[config.mk]
export PLATFORM = sky130hd
export DESIGN_NAME = platform_ctrl
export DESIGN_NICKNAME = d
export VERILOG_FILES = /design/src/hdl/pctrl_pkg.sv /design/src/hdl/pctrl_regs.sv /design/src/hdl/pctrl_clk_en_gen.sv /design/src/hdl/pctrl_rst_seq.sv /design/src/hdl/platform_ctrl.sv
export VERILOG_INCLUDE_DIRS = /design/src /design/src/include
export SDC_FILE = /design/constraint.sdc
export NUM_CORES = 1
export LEC_CHECK = 0
export BUFFER_PORTS_ARGS = -buffer_cell sky130_fd_sc_hd__buf_2
export CORE_ASPECT_RATIO = 2
export CORE_MARGIN = 10
export CORE_UTILIZATION = 52
export DETAILED_ROUTE_END_ITERATION = 16
export HOLD_SLACK_MARGIN = 0.03
export MAX_ROUTING_LAYER = met4
export PLACE_DENSITY = 0.8
export RECOVER_POWER = 25
export SYNTH_ARGS = -nofsm -noshare
export SYNTH_HDL_FRONTEND = slang
export SYNTH_SLANG_ARGS = --single-unit
[constraint.sdc]
create_clock -name master_clk -period 1.6 [get_ports master_clk]
set_input_delay 0.16 -clock master_clk [delete_from_list [all_inputs] [get_ports master_clk]]
set_output_delay 0.16 -clock master_clk [all_outputs]
set_load 0.005 [all_outputs]
[src/include/pctrl_consts.svh]
`ifndef PCTRL_CONSTS_SVH
`define PCTRL_CONSTS_SVH

// ------------------------------------------------
// Sizes
// ------------------------------------------------
// Controlled peripherals with one mask bit each
`define PCTRL_NUM_PERIPH   4
// Divide ratio is 2 to the power of the select
`define PCTRL_DIV_W        3
`define PCTRL_CNT_W        7
// Peripheral reset low time in master_clk cycles
`define PCTRL_RST_HOLD     8

// AHB-Lite data and decoded address width
`define PCTRL_DATA_W       32
`define PCTRL_ADDR_W       8

// ------------------------------------------------
// Register offsets
// ------------------------------------------------
`define PCTRL_ADDR_GATE    8'h00
`define PCTRL_ADDR_DIV     8'h04
`define PCTRL_ADDR_SRST_EN 8'h08
`define PCTRL_ADDR_RST_REQ 8'h0C
`define PCTRL_ADDR_RST_ACK 8'h10

`endif

[src/hdl/pctrl_pkg.sv]
`include "pctrl_consts.svh"

package pctrl_pkg;

  // Bit position of each peripheral in every mask
  typedef enum logic [1:0] {
    TIMER0 = 2'd0,
    TIMER1 = 2'd1,
    UART0  = 2'd2,
    UART1  = 2'd3
  } periph_e;

  // AHB HTRANS encodings
  typedef enum logic [1:0] {
    IDLE   = 2'b00,
    BUSY   = 2'b01,
    NONSEQ = 2'b10,
    SEQ    = 2'b11
  } htrans_e;

  // Address phase of one AHB-Lite transfer
  typedef struct packed {
    logic                     sel;
    htrans_e                  trans;
    logic                     write;
    logic [`PCTRL_ADDR_W-1:0] addr;
    logic                     ready;
  } ahb_req_t;

  // Register stage to clock enable stage
  typedef struct packed {
    logic [`PCTRL_NUM_PERIPH-1:0]                   gate;
    logic [`PCTRL_NUM_PERIPH-1:0][`PCTRL_DIV_W-1:0] div;
  } clk_ctrl_t;

  // Register stage to reset sequencer
  typedef struct packed {
    logic [`PCTRL_NUM_PERIPH-1:0] srst_en;
    logic [`PCTRL_NUM_PERIPH-1:0] req;
  } rst_ctrl_t;

  typedef enum logic {
    RST_HOLD = 1'b0,
    RST_RUN  = 1'b1
  } rst_state_e;

endpackage

[src/hdl/pctrl_regs.sv]
`timescale 1ns/100ps
`include "pctrl_consts.svh"

module pctrl_regs (
  input  logic                         master_clk,
  input  logic                         rst_n,
  input  pctrl_pkg::ahb_req_t          ahb_req,
  input  logic [`PCTRL_DATA_W-1:0]     hwdata,
  input  logic [`PCTRL_NUM_PERIPH-1:0] rst_ack,
  output logic [`PCTRL_DATA_W-1:0]     hrdata,
  output logic                         hreadyout,
  output pctrl_pkg::clk_ctrl_t         clk_ctrl,
  output pctrl_pkg::rst_ctrl_t         rst_ctrl
);

  typedef enum logic [2:0] {
    SEL_NONE,
    SEL_GATE,
    SEL_DIV,
    SEL_SRST_EN,
    SEL_RST_REQ,
    SEL_RST_ACK
  } reg_sel_e;

  logic                                           accept;
  reg_sel_e                                       addr_sel;
  logic                                           dp_valid;
  logic                                           dp_write;
  reg_sel_e                                       dp_sel;
  logic                                           wr_en;
  logic [`PCTRL_NUM_PERIPH-1:0]                   wr_bits;
  logic [`PCTRL_NUM_PERIPH-1:0]                   ack_clr;
  logic [`PCTRL_NUM_PERIPH-1:0]                   gate_q;
  logic [`PCTRL_NUM_PERIPH-1:0][`PCTRL_DIV_W-1:0] div_q;
  logic [`PCTRL_NUM_PERIPH-1:0]                   srst_en_q;
  logic [`PCTRL_NUM_PERIPH-1:0]                   req_q;
  logic [`PCTRL_NUM_PERIPH-1:0]                   ack_q;

  // ------------------------------------------------
  // Address phase
  // ------------------------------------------------
  assign accept = ahb_req.sel && ahb_req.ready &&
                  (ahb_req.trans == pctrl_pkg::NONSEQ || ahb_req.trans == pctrl_pkg::SEQ);

  always_comb begin
    case (ahb_req.addr)
      `PCTRL_ADDR_GATE:    addr_sel = SEL_GATE;
      `PCTRL_ADDR_DIV:     addr_sel = SEL_DIV;
      `PCTRL_ADDR_SRST_EN: addr_sel = SEL_SRST_EN;
      `PCTRL_ADDR_RST_REQ: addr_sel = SEL_RST_REQ;
      `PCTRL_ADDR_RST_ACK: addr_sel = SEL_RST_ACK;
      default:             addr_sel = SEL_NONE;
    endcase
  end

  always_ff @(posedge master_clk or negedge rst_n) begin
    if (!rst_n) begin
      dp_valid <= 1'b0;
      dp_write <= 1'b0;
      dp_sel   <= SEL_NONE;
    end else begin
      dp_valid <= accept;
      dp_write <= ahb_req.write;
      dp_sel   <= addr_sel;
    end
  end

  // ------------------------------------------------
  // Data phase
  // ------------------------------------------------
  assign wr_en   = dp_valid && dp_write;
  assign wr_bits = hwdata[`PCTRL_NUM_PERIPH-1:0];
  // Write-one-to-clear on the status register
  assign ack_clr = (wr_en && dp_sel == SEL_RST_ACK) ? wr_bits : '0;

  always_ff @(posedge master_clk or negedge rst_n) begin
    if (!rst_n) begin
      gate_q    <= '0;
      div_q     <= '0;
      srst_en_q <= '0;
      req_q     <= '0;
      ack_q     <= '0;
    end else begin
      // Request bits live for a single cycle
      req_q <= '0;
      // A new acknowledge wins over a clear in the same cycle
      ack_q <= (ack_q & ~ack_clr) | rst_ack;
      if (wr_en) begin
        case (dp_sel)
          SEL_GATE:    gate_q    <= wr_bits;
          SEL_DIV:     div_q     <= hwdata[`PCTRL_NUM_PERIPH*`PCTRL_DIV_W-1:0];
          SEL_SRST_EN: srst_en_q <= wr_bits;
          SEL_RST_REQ: req_q     <= wr_bits;
          default:     ;
        endcase
      end
    end
  end

  // Read data during the data phase
  // RST_REQ and holes read zero
  always_comb begin
    hrdata = '0;
    if (dp_valid && !dp_write) begin
      case (dp_sel)
        SEL_GATE:    hrdata[`PCTRL_NUM_PERIPH-1:0] = gate_q;
        SEL_DIV:     hrdata[`PCTRL_NUM_PERIPH*`PCTRL_DIV_W-1:0] = div_q;
        SEL_SRST_EN: hrdata[`PCTRL_NUM_PERIPH-1:0] = srst_en_q;
        SEL_RST_ACK: hrdata[`PCTRL_NUM_PERIPH-1:0] = ack_q;
        default:     hrdata = '0;
      endcase
    end
  end

  // No wait states
  assign hreadyout = 1'b1;

  assign clk_ctrl.gate    = gate_q;
  assign clk_ctrl.div     = div_q;
  assign rst_ctrl.srst_en = srst_en_q;
  assign rst_ctrl.req     = req_q;

endmodule

[src/hdl/pctrl_clk_en_gen.sv]
`timescale 1ns/100ps
`include "pctrl_consts.svh"

module pctrl_clk_en_gen (
  input  logic                         master_clk,
  input  logic                         rst_n,
  input  pctrl_pkg::clk_ctrl_t         clk_ctrl,
  output logic [`PCTRL_NUM_PERIPH-1:0] clken
);

  logic [`PCTRL_CNT_W-1:0] cnt_q;

  // ------------------------------------------------
  // Shared divider counter
  // ------------------------------------------------
  // One 128-cycle wrap holds a whole period of every select
  always_ff @(posedge master_clk or negedge rst_n) begin
    if (!rst_n) begin
      cnt_q <= '0;
    end else begin
      cnt_q <= cnt_q + 1'b1;
    end
  end

  // ------------------------------------------------
  // Per-peripheral qualifiers
  // ------------------------------------------------
  for (genvar i = 0; i < `PCTRL_NUM_PERIPH; i++) begin : g_qual
    logic [`PCTRL_CNT_W-1:0] low_mask;

    // Select n keeps the low n counter bits
    assign low_mask = ~({`PCTRL_CNT_W{1'b1}} << clk_ctrl.div[i]);

    // One cycle in every 2**select while the gate is on
    assign clken[i] = clk_ctrl.gate[i] && ((cnt_q & low_mask) == '0);
  end

endmodule

[src/hdl/pctrl_rst_seq.sv]
`timescale 1ns/100ps
`include "pctrl_consts.svh"

module pctrl_rst_seq (
  input  logic                         master_clk,
  input  logic                         rst_n,
  input  pctrl_pkg::rst_ctrl_t         rst_ctrl,
  input  logic                         sys_reset_req,
  output logic [`PCTRL_NUM_PERIPH-1:0] periph_rst_n,
  output logic [`PCTRL_NUM_PERIPH-1:0] rst_ack
);

  localparam int HOLD_W = $clog2(`PCTRL_RST_HOLD);
  localparam logic [HOLD_W-1:0] HOLD_LAST = HOLD_W'(`PCTRL_RST_HOLD - 1);

  logic [`PCTRL_NUM_PERIPH-1:0] trigger;

  // Software pulse or system request where enabled
  assign trigger = rst_ctrl.req | ({`PCTRL_NUM_PERIPH{sys_reset_req}} & rst_ctrl.srst_en);

  // ------------------------------------------------
  // One sequencer per peripheral
  // ------------------------------------------------
  for (genvar i = 0; i < `PCTRL_NUM_PERIPH; i++) begin : g_seq
    pctrl_pkg::rst_state_e state_q;
    logic [HOLD_W-1:0]     cnt_q;
    logic                  ack_q;

    // Starts in HOLD so every peripheral sees a full reset after rst_n
    always_ff @(posedge master_clk or negedge rst_n) begin
      if (!rst_n) begin
        state_q <= pctrl_pkg::RST_HOLD;
        cnt_q   <= '0;
        ack_q   <= 1'b0;
      end else begin
        ack_q <= 1'b0;
        case (state_q)
          pctrl_pkg::RST_RUN: begin
            // Requests during HOLD are dropped
            if (trigger[i]) begin
              state_q <= pctrl_pkg::RST_HOLD;
              cnt_q   <= '0;
            end
          end
          default: begin
            if (cnt_q == HOLD_LAST) begin
              state_q <= pctrl_pkg::RST_RUN;
              ack_q   <= 1'b1;
            end else begin
              cnt_q <= cnt_q + 1'b1;
            end
          end
        endcase
      end
    end

    // ack_q lines up with the first cycle out of reset
    assign periph_rst_n[i] = (state_q == pctrl_pkg::RST_RUN);
    assign rst_ack[i]      = ack_q;
  end

endmodule

[src/hdl/platform_ctrl.sv]
`timescale 1ns/100ps
`include "pctrl_consts.svh"

module platform_ctrl (
  input  logic                         master_clk,
  input  logic                         rst_n,
  input  pctrl_pkg::ahb_req_t          ahb_req,
  input  logic [`PCTRL_DATA_W-1:0]     hwdata,
  input  logic                         sys_reset_req,
  output logic [`PCTRL_DATA_W-1:0]     hrdata,
  output logic                         hreadyout,
  output logic [`PCTRL_NUM_PERIPH-1:0] clken,
  output logic [`PCTRL_NUM_PERIPH-1:0] periph_rst_n
);

  pctrl_pkg::clk_ctrl_t         clk_ctrl;
  pctrl_pkg::rst_ctrl_t         rst_ctrl;
  logic [`PCTRL_NUM_PERIPH-1:0] rst_ack;

  // ------------------------------------------------
  // Register space
  // ------------------------------------------------
  pctrl_regs u_regs (
    .master_clk (master_clk),
    .rst_n      (rst_n),
    .ahb_req    (ahb_req),
    .hwdata     (hwdata),
    .rst_ack    (rst_ack),
    .hrdata     (hrdata),
    .hreadyout  (hreadyout),
    .clk_ctrl   (clk_ctrl),
    .rst_ctrl   (rst_ctrl)
  );

  // ------------------------------------------------
  // Clock qualifiers
  // ------------------------------------------------
  pctrl_clk_en_gen u_clk_en_gen (
    .master_clk (master_clk),
    .rst_n      (rst_n),
    .clk_ctrl   (clk_ctrl),
    .clken      (clken)
  );

  // ------------------------------------------------
  // Peripheral resets
  // ------------------------------------------------
  // Acknowledges loop back into the sticky status register
  pctrl_rst_seq u_rst_seq (
    .master_clk    (master_clk),
    .rst_n         (rst_n),
    .rst_ctrl      (rst_ctrl),
    .sys_reset_req (sys_reset_req),
    .periph_rst_n  (periph_rst_n),
    .rst_ack       (rst_ack)
  );

endmodule

# Word level (Yosys, flattened, before mapping)
# Cells that the tools add are included.
# op_classes
eq_ne	23
n_bitwise	13
mux	35
add_sub_neg	5
shift	4
n_reduce_logical	23
# ops
op	count
3-bit two-way mux	12
7-bit AND	4
7-bit logical NOT	4
7-bit inverter	4
7-bit by 3-bit left shift with 7-bit output, first input constant	4
3-bit == test, second input constant	6
8-bit by 4-bit == test with 1-bit output, second input constant	2
1-bit two-way mux	16
2-bit by 1-bit inequality test with 1-bit output, second input constant	8
4-bit case mux with 4 select lines	1
3-bit case mux with 5 select lines	1
2-bit AND reduction	7
3-bit by 1-bit adder with 3-bit output, second input constant	4
12-bit two-way mux	1
4-bit two-way mux	3
1-bit logical AND	9
4-bit AND	2
8-bit by 3-bit == test with 1-bit output, second input constant	1
8-bit by 5-bit == test with 1-bit output, second input constant	1
8-bit logical NOT	1
8-bit two-way mux	1
4-bit bitwise OR	2
7-bit by 1-bit adder with 7-bit output, second input constant	1
3-bit by 2-bit == test with 1-bit output, second input constant	2
5 further kinds	6
# word_totals
out_inout_bits	41
regBits	60
inputBits	48

# Logic depth before layout (Yosys ltp)
# Gate-level depths: netlist of the first run.
# logic_depth
word_depth	6
depth_mapped	5

# Modules after synthesis
# Synthesis of the first run repeated with hierarchy kept, for this count alone.
# hier_totals
cells_unflattened	294
area_unflattened_um2	3300.7
# modules_own_cells
mod	area_per_inst_um2	cells_each	n_inst
pctrl_regs	1685.4	142	1
pctrl_rst_seq	1079.8	88	1
pctrl_clk_en_gen	535.5	64	1

# Least setup slack after synthesis of the first run
# Ideal clock, no wire load.
# synth_path
kind	register to register
from	register u_rst_seq.g_seq[2].cnt_q[0]
to	register u_rst_seq.g_seq[2].cnt_q[0]
setup_ps	125
stages_incl_launch_ff	6
required_time_ps	1475
arrival_ps	1336
path_slack_ps	139
path_cell_list	dfrtp_1 > ha_1 > ha_1 > nor2b_1 > a31o_2 > mux2_2
# synth_between
elab_chain_cells	3
# synth_rtl
element	line	rtl
start, declared	pctrl_rst_seq.sv:26	logic [HOLD_W-1:0] cnt_q;
start signal, assigned	pctrl_rst_seq.sv:50	cnt_q <= cnt_q + 1'b1;
3-bit by 1-bit adder with 3-bit output or 3-bit == test (tied branches)	pctrl_rst_seq.sv:50, pctrl_rst_seq.sv:46	
3-bit two-way mux or 2-bit by 1-bit inequality test with 1-bit output (tied branches)	--	
3-bit two-way mux or 2-bit AND reduction (tied branches)	--	
# Several ways; a longest one is shown, not always the timed one. The select of a mux whose other input is x is not followed.
# A chain may end at the register's enable or synchronous reset.

# Worst setup path after layout of the first run
# layout_path
from	register u_clk_en_gen.cnt_q[6]
to	output port clken[2]
# layout_between
elab_chain_cells	3
# layout_rtl
element	line	rtl
start, declared	pctrl_clk_en_gen.sv:11	logic [`PCTRL_CNT_W-1:0] cnt_q;
start signal, assigned	pctrl_clk_en_gen.sv:21	cnt_q <= cnt_q + 1'b1;
7-bit AND	pctrl_clk_en_gen.sv:35	assign clken[i] = clk_ctrl.gate[i] && ((cnt_q & low_mask) == '0);
7-bit logical NOT	pctrl_clk_en_gen.sv:35	
1-bit logical AND	pctrl_clk_en_gen.sv:35	
end, declared	platform_ctrl.sv:12	output logic [`PCTRL_NUM_PERIPH-1:0] clken,
# Every way passes these cells.

==> results of run 1 <==
==> power groups by stage <==
| stage | registers, mW | clock network [mW] | logic, mW |
|---|---|---|---|
| final | 1.68 | 1.73 | 0.400 |
| after floorplan | 1.69 | 0 | 0.283 |
| after global placement | 1.69 | 0 | 0.347 |
| after detailed placement | 1.70 | 0 | 0.375 |
| after global routing | 1.69 | 1.84 | 0.462 |
| after CTS | 1.68 | 1.75 | 0.390 |
==> critical path: stages, from the launching register on <==
cell and delay, ns:
dfrtp_2 0.46, a21o_1 0.21, a221o_1 0.34, a21oi_1 0.18, buf_2 0.15
==> registers in the layout, indices dropped and copies added, names as in the netlist <==
register and count:
u_regs.req_q 4, u_rst_seq.g_seq.cnt_q 12, u_regs.dp_sel 3, u_clk_en_gen.cnt_q 7
u_regs.ack_q 4, u_regs.clk_ctrl 12, u_regs.dp_valid 1, u_regs.dp_write 1
u_regs.srst_en_q 4, u_rst_seq.g_seq.state_q 4, u_regs.gate_q 4, u_rst_seq.g_seq.ack_q 4
==> final timing paths <==
kind | startpoint | endpoint | cells after the start
max | u_clk_en_gen.cnt_q[6] | clken[2] | 4
max in group asynchronous | rst_n | u_clk_en_gen.cnt_q[2] | 3
min reg2reg | u_rst_seq.g_seq[1].ack_q | u_regs.ack_q[1] | 1
max reg2reg | u_regs.dp_sel[1] | u_regs.clk_ctrl[6] | 7
min | ahb_req[3] | u_regs.dp_sel[0] | 2
min in group asynchronous | rst_n | u_regs.clk_ctrl[8] | 3
==> cells by family (layout without fill, tap and decap cells) <==
logic type               count (synthesis)  count (layout)  synth area share [%]
AO/OA/AOI/OAI                           55              55                 12.87
flip-flops                              60              60                 48.10
buffers and inverters                   40              93                 8.216
AND/OR/NAND/NOR                         72              72                 15.43
adder cells (fa/ha/maj)                  9               9                 3.607
multiplexers                            24              24                 9.860
XOR/XNOR                                 6               6                 1.683
other                                    2              21                0.2406
==> routing by layer <==
metal  part of all wire, %  GRT usage [%]  vias to the layer above
li1                      -              -                     1054
met1                    34          15.79                     1150
met2                    58          30.88                       99
met3                   5.4          4.281                       25
met4                   3.2          9.529                        0
met5                     0              -                        -
==> stage by stage <==
stage / setup TNS [ns] / util, %
after floorplan: 0 / -
after global placement: 0 / 58.28
after detailed placement: 0 / 58.28
after CTS: -2.362 / 67.25
after global routing: -3.291 / 69.75
final: -2.665 / 69.75
==> layout by cell type, fill, tap and decap left out, types with 6 or more instances in the layout <==
cell type  netlist  routed
nand2_1          8       8
a22o_1           8       8
a21o_1          12      12
buf_4           25      11
and3b_1          8       8
mux2_2          14      12
nand3b_1         9       9
nand3_1          8       8
inv_1            6       6
buf_6            1      12
dfrtp_1         60      51
a21oi_1         13       9
buf_2            4      38
clkbuf_16        0      10
nor2_1          10      10
and2_4           0       8
mux2_4          10      12
ha_1             9       7
conb_1           2      21
dfrtp_2          0       9
==> cell type report <==
type                            count  area, sq um
Sequential cell                    60         1513
Clock buffer                       11        242.7
Clock inverter                      5        27.53
Multi-Input combinational cell    187         1556
Inverter                            6        22.52
Timing Repair Buffer               71        578.1
Fill cell                         374         1742
Tap cell                           61        76.32
==> what timing repair did <==
| action | in CTS | in global routing |
|---|---|---|
| setup buffers | 9 | 4 |
| endpoints found under the hold margin | 62 | 0 |
| gates cloned | 1 | 1 |
| setup endpoints to repair | 16 | 19 |
| hold buffers | 3 | 0 |
| pin swaps | 23 | 8 |
| gates resized for setup | 30 | 21 |
==> summary.md, run 1 <==
| Metric | Value |
|---|---|
| Status | `complete, but fails checks` |
| Failing checks | `setup timing` |
| Routed wire length | `7902 um` |
| Sequential area share after synthesis | `48.10%` |
| Root buffer cell | `clkbuf_16` |
| H-tree levels | `3` |
| VDD IR max | `838.8 uV` |
| Ant diodes | `0` |
| First-pass GRT wire length | `12210 um` |
| Worst setup EP type | `primary output` |
| Post-DP HPWL | `5092 um` |
| Register bit total from synthesis | `60` |
| PwrDens | `947.1 mW/mm^2` |
| CTS Sinks | `60` |
| Layout cells sized above 1 | `43.82%` |
| Worst-case headroom to the max-slew limit | `45.10%` |
| Clock skew | `0.007696 ns` |
| Final setup margin | `-0.2164 ns` |
| Non-filler cells, final | `401` |
| Switching Share | `23.50%` |
| Syn_area_per_cell | `11.65 sq um` |
| Initial antenna violation count | `0` |
| Total Power | `3.804 mW` |
| Most common cell in the synthesized netlist | `dfrtp_1` |
| Worst reg2reg setup slack | `0.02 ns` |
| Worst Hold Class | `input pin to flip-flop` |
| Setup-failing EPs final | `16` |
| Number of buffers inserted by port buffering | `46` |
| Worst skew pair latency | `0.33 ns` |
| DR vias | `2328` |
| Net Sw Power | `0.8938 mW` |
| Wirelength per Cell | `19.71 um` |
| Routability congestion estimate | `0.8345` |
| Post-synth ARST share | `100.0%` |
| Area leader, netlist | `dfrtp_1` |
| EDFF count, synth | `0` |
| Worst-Margin Slew | `0.8235 ns` |
| Max_cap viols | `0` |
| RSZ-0062 raised after global routing | `yes` |
| GRT Total Usage | `17.20%` |
| Layout Nets | `392` |
| Worst slack at placement | `0.06798 ns` |
| Core area | `0.005758 sq mm` |
| Synthesized instance count | `268` |
| Final period util | `113.5%` |
| Final count of hold timing violations | `0` |
| Most common flop cell mapped by yosys | `dfrtp_1` |
| Die height | `129.6 um` |
| Drt first-iter violations | `213` |
| Share of the synthesized area in the top cell type | `48.10%` |
| Clk slew on worst S/H paths | `0.05 ns` |
| Residual DRC | `0` |
| F_max | `550.5 MHz` |
| Worst Path Max Fanout | `5` |
| Num rows | `39` |
| DR vias/cell | `5.805` |
| Tmin final | `1.816 ns` |
| Top cells by count, synth | `dfrtp_1, buf_4, mux2_2` |
| CTS tree | `built` |
| Synth Warn # | `0` |
| Vias in the first global route | `2477` |
| Yosys cell types | `38` |
| CP Class | `flip-flop to primary output` |
| Die W | `74.79 um` |
| Final Cell Area | `0.004016 sq mm` |
| Pleak | `1.815 nW` |
| Internal power | `2.910 mW` |
| Fin Hold WS | `0.05950 ns` |
| Drt first pass iters | `5` |
| CTS buffer count | `9` |
| Gr ovfl total | `0` |
| Area Growth Syn to Fin | `28.66%` |
| Max clock buf depth | `2` |
| Largest net degree at the start of global routing | `61` |
| Largest cells by area after synthesis | `dfrtp_1, buf_4, mux2_2, mux2_4, ha_1` |
| Clock share of power | `45.4%` |
| Worst setup SP type | `flip-flop` |
| Placed instance area | `0.003356 sq mm` |
| Share of power burned in registers | `44.1%` |
| Final ANT Viol Nets | `0` |
| Fin. max-slew vios | `0` |
| CP arrival | `1.66 ns` |
| Cell Area, Synth | `0.003122 sq mm` |
| Crit path required time | `1.44 ns` |
| Logic pwr share | `10.5%` |
| Die Area | `0.009690 sq mm` |
| Placed Instances | `367` |
| Initial core utilization | `54.22%` |
| I/O pin cnt | `89` |
Power figures use the tool's default switching activity.
==> run 2, diff against run 1 <==
- RECOVER_POWER: 25 -> 100
==> run 2 against run 1 <==
  * Die area unchanged
  * First-iteration DRC count down 9.9%
  * Largest power group unchanged
  * Maximum frequency fell by 2.2%
  * Worst hold slack got worse by 0.00066 ns
  * Via count up 0.13%
  * Wire length increased by 0.42%
  * Clock skew is essentially flat
  * Register-to-register slack barely moved
  * Global-route usage stayed put
  * The flow still finishes with violations (setup timing)
  * Clock power hardly changed
  * Flip-flop and latch count unchanged
  * Non-clock buffer count unchanged
==> summary.md, run 2 (synthesis gave the netlist of run 1 again) <==
| Metric | Value |
|---|---|
| Area Growth Syn to Fin | `27.70%` |
| Final ANT Viol Nets | `0 (unchanged)` |
| Clock skew | `0.007471 ns (-0.0002248 ns)` |
| Core Util, Final | `69.23% (-0.52 points)` |
| Drt first-iter violations | `192 (-9.9%)` |
| Die W | `74.79 um (unchanged)` |
| Post-DP HPWL | `5092 um (unchanged)` |
| Num rows | `39 (unchanged)` |
| Final count of hold timing violations | `0 (unchanged)` |
| Commonest non-fill, non-tap cell in the layout | `dfrtp_1` |
| Ant diodes | `0 (unchanged)` |
| GRT Total Usage | `17.20% (unchanged)` |
| Worst slack at placement | `0.06798 ns (unchanged)` |
| Crit path required time | `1.44 ns (about the same)` |
| CP arrival | `1.70 ns (+0.04 ns)` |
| Max_cap viols | `0 (unchanged)` |
| Layout Nets | `392 (unchanged)` |
| First-pass GRT wire length | `12210 um (unchanged)` |
| VDD IR max | `837.7 uV (-0.14%)` |
| Worst reg2reg setup slack | `0.02 ns (about the same)` |
| F_max | `538.6 MHz (-2.2%)` |
| Residual DRC | `0 (unchanged)` |
| Number of buffers inserted by port buffering | `46 (unchanged)` |
| Die height | `129.6 um (unchanged)` |
| CTS buffer count | `9 (unchanged)` |
| Final period util | `116.0% (+2.5 points)` |
| Vias in the first global route | `2477 (unchanged)` |
| Final setup margin | `-0.2566 ns (-0.04019 ns)` |
| CTS tree | `built` |
| Tmin final | `1.857 ns (+0.04019 ns)` |
| Total Power | `3.799 mW (-0.12%)` |
| RSZ-0062 raised after global routing | `yes` |
| Drt first pass iters | `5 (unchanged)` |
| Die Area | `0.009690 sq mm (unchanged)` |
| I/O pin cnt | `89 (unchanged)` |
| Gr ovfl total | `0 (unchanged)` |
| Multi-input gate area | `0.001551 sq mm (-0.32%)` |
| H-tree levels | `3 (unchanged)` |
| Largest net degree at the start of global routing | `61 (unchanged)` |
| # fillers | `382 (+2.1%)` |
| Worst skew pair latency | `0.33 ns (about the same)` |
| Worst Hold Class | `input pin to flip-flop` |
| Worst setup SP type | `flip-flop` |
| CTS Sinks | `60 (unchanged)` |
| Worst-Margin Slew | `0.8252 ns (+0.001687 ns)` |
| Routability congestion estimate | `0.8345 (unchanged)` |
| Initial antenna violation count | `0 (unchanged)` |
| DR vias | `2331 (+0.13%)` |
| Max clock buf depth | `2 (unchanged)` |
| Status | `complete, but fails checks` |
| Core area | `0.005758 sq mm (unchanged)` |
| Worst setup EP type | `primary output` |
| Initial core utilization | `54.22% (unchanged)` |
| Failing checks | `setup timing` |
| Worst Path Max Fanout | `6 (+1)` |
| FF+latch area | `0.001513 sq mm (unchanged)` |
| Placed instance area | `0.003356 sq mm (unchanged)` |
| Pleak | `1.793 nW (-1.2%)` |
| Commonest cells after routing, fill and taps aside | `dfrtp_1, buf_2, conb_1` |
| Clk slew on worst S/H paths | `0.05 ns (about the same)` |
| CP Class | `flip-flop to primary output` |
| Fin. max-slew vios | `0 (unchanged)` |
| Setup-failing EPs final | `16 (unchanged)` |
| PwrDens | `953.1 mW/mm^2 (+0.63%)` |
| DR vias/cell | `5.813 (+0.13%)` |
| Wirelength per Cell | `19.79 um (+0.42%)` |
| Layout cells sized above 1 | `40.88% (-2.9 points)` |
| Routed wire length | `7935 um (+0.42%)` |
| Fin Hold WS | `0.05884 ns (-0.0006604 ns)` |
| Worst-case headroom to the max-slew limit | `44.99% (-0.11 points)` |
| Root buffer cell | `clkbuf_16` |
| Final Cell Area | `0.003986 sq mm (-0.75%)` |
## run 2: path summary, 6_finish.rpt
kind / from / to / depth (start not counted)
max: u_clk_en_gen.cnt_q[2] / clken[2] / 4
min: ahb_req[3] / u_regs.dp_sel[0] / 2
max reg2reg: u_regs.dp_sel[1] / u_regs.clk_ctrl[6] / 7
min reg2reg: u_rst_seq.g_seq[1].ack_q / u_regs.ack_q[1] / 1
max in group asynchronous: rst_n / u_clk_en_gen.cnt_q[2] / 3
min in group asynchronous: rst_n / u_regs.clk_ctrl[8] / 3
## run 2: layer usage
metal  vias up  routed length, um  track usage, %
met4         0                261           9.529
met5         -                  0               -
li1       1054                  -               -
met2        92               4535           30.88
met3        24                442           4.281
met1      1161               2695           15.79
## run 2: layout make-up
type	instances	area share [%]
Multi-Input combinational cell	187	38.92
Sequential cell	60	37.95
Tap cell	61	1.915
Timing Repair Buffer	71	13.87
Inverter	6	0.5650
Clock buffer	11	6.089
Clock inverter	5	0.6905
## run 2: critical path, cell delays in order, from the launching register on
cell,delay [ns]
dfrtp_2,0.47
clkbuf_1,0.20
a221o_1,0.38
a21oi_1,0.17
buf_2,0.14
## run 2: timing repair
item	CTS	global route
gates cloned	1	1
hold buffers	3	0
endpoints found under the setup margin	16	19
hold endpoints to repair	62	0
resized for setup	30	21
pin swaps	23	8
buffers inserted	9	4
## run 2: stage by stage
stage               TNS (ns)  instances
floorplan                  0        287
global placement           0        367
detailed placement         0        367
CTS                   -2.362        396
global route          -3.449        401
finish                -2.841        401
## run 2: power by group
group	switching [mW]	internal, mW	total (mW)
Clock	0.652	1.08	1.73
Sequential	0.0651	1.61	1.68
Combinational	0.177	0.216	0.394
Total	0.894	2.90	3.80
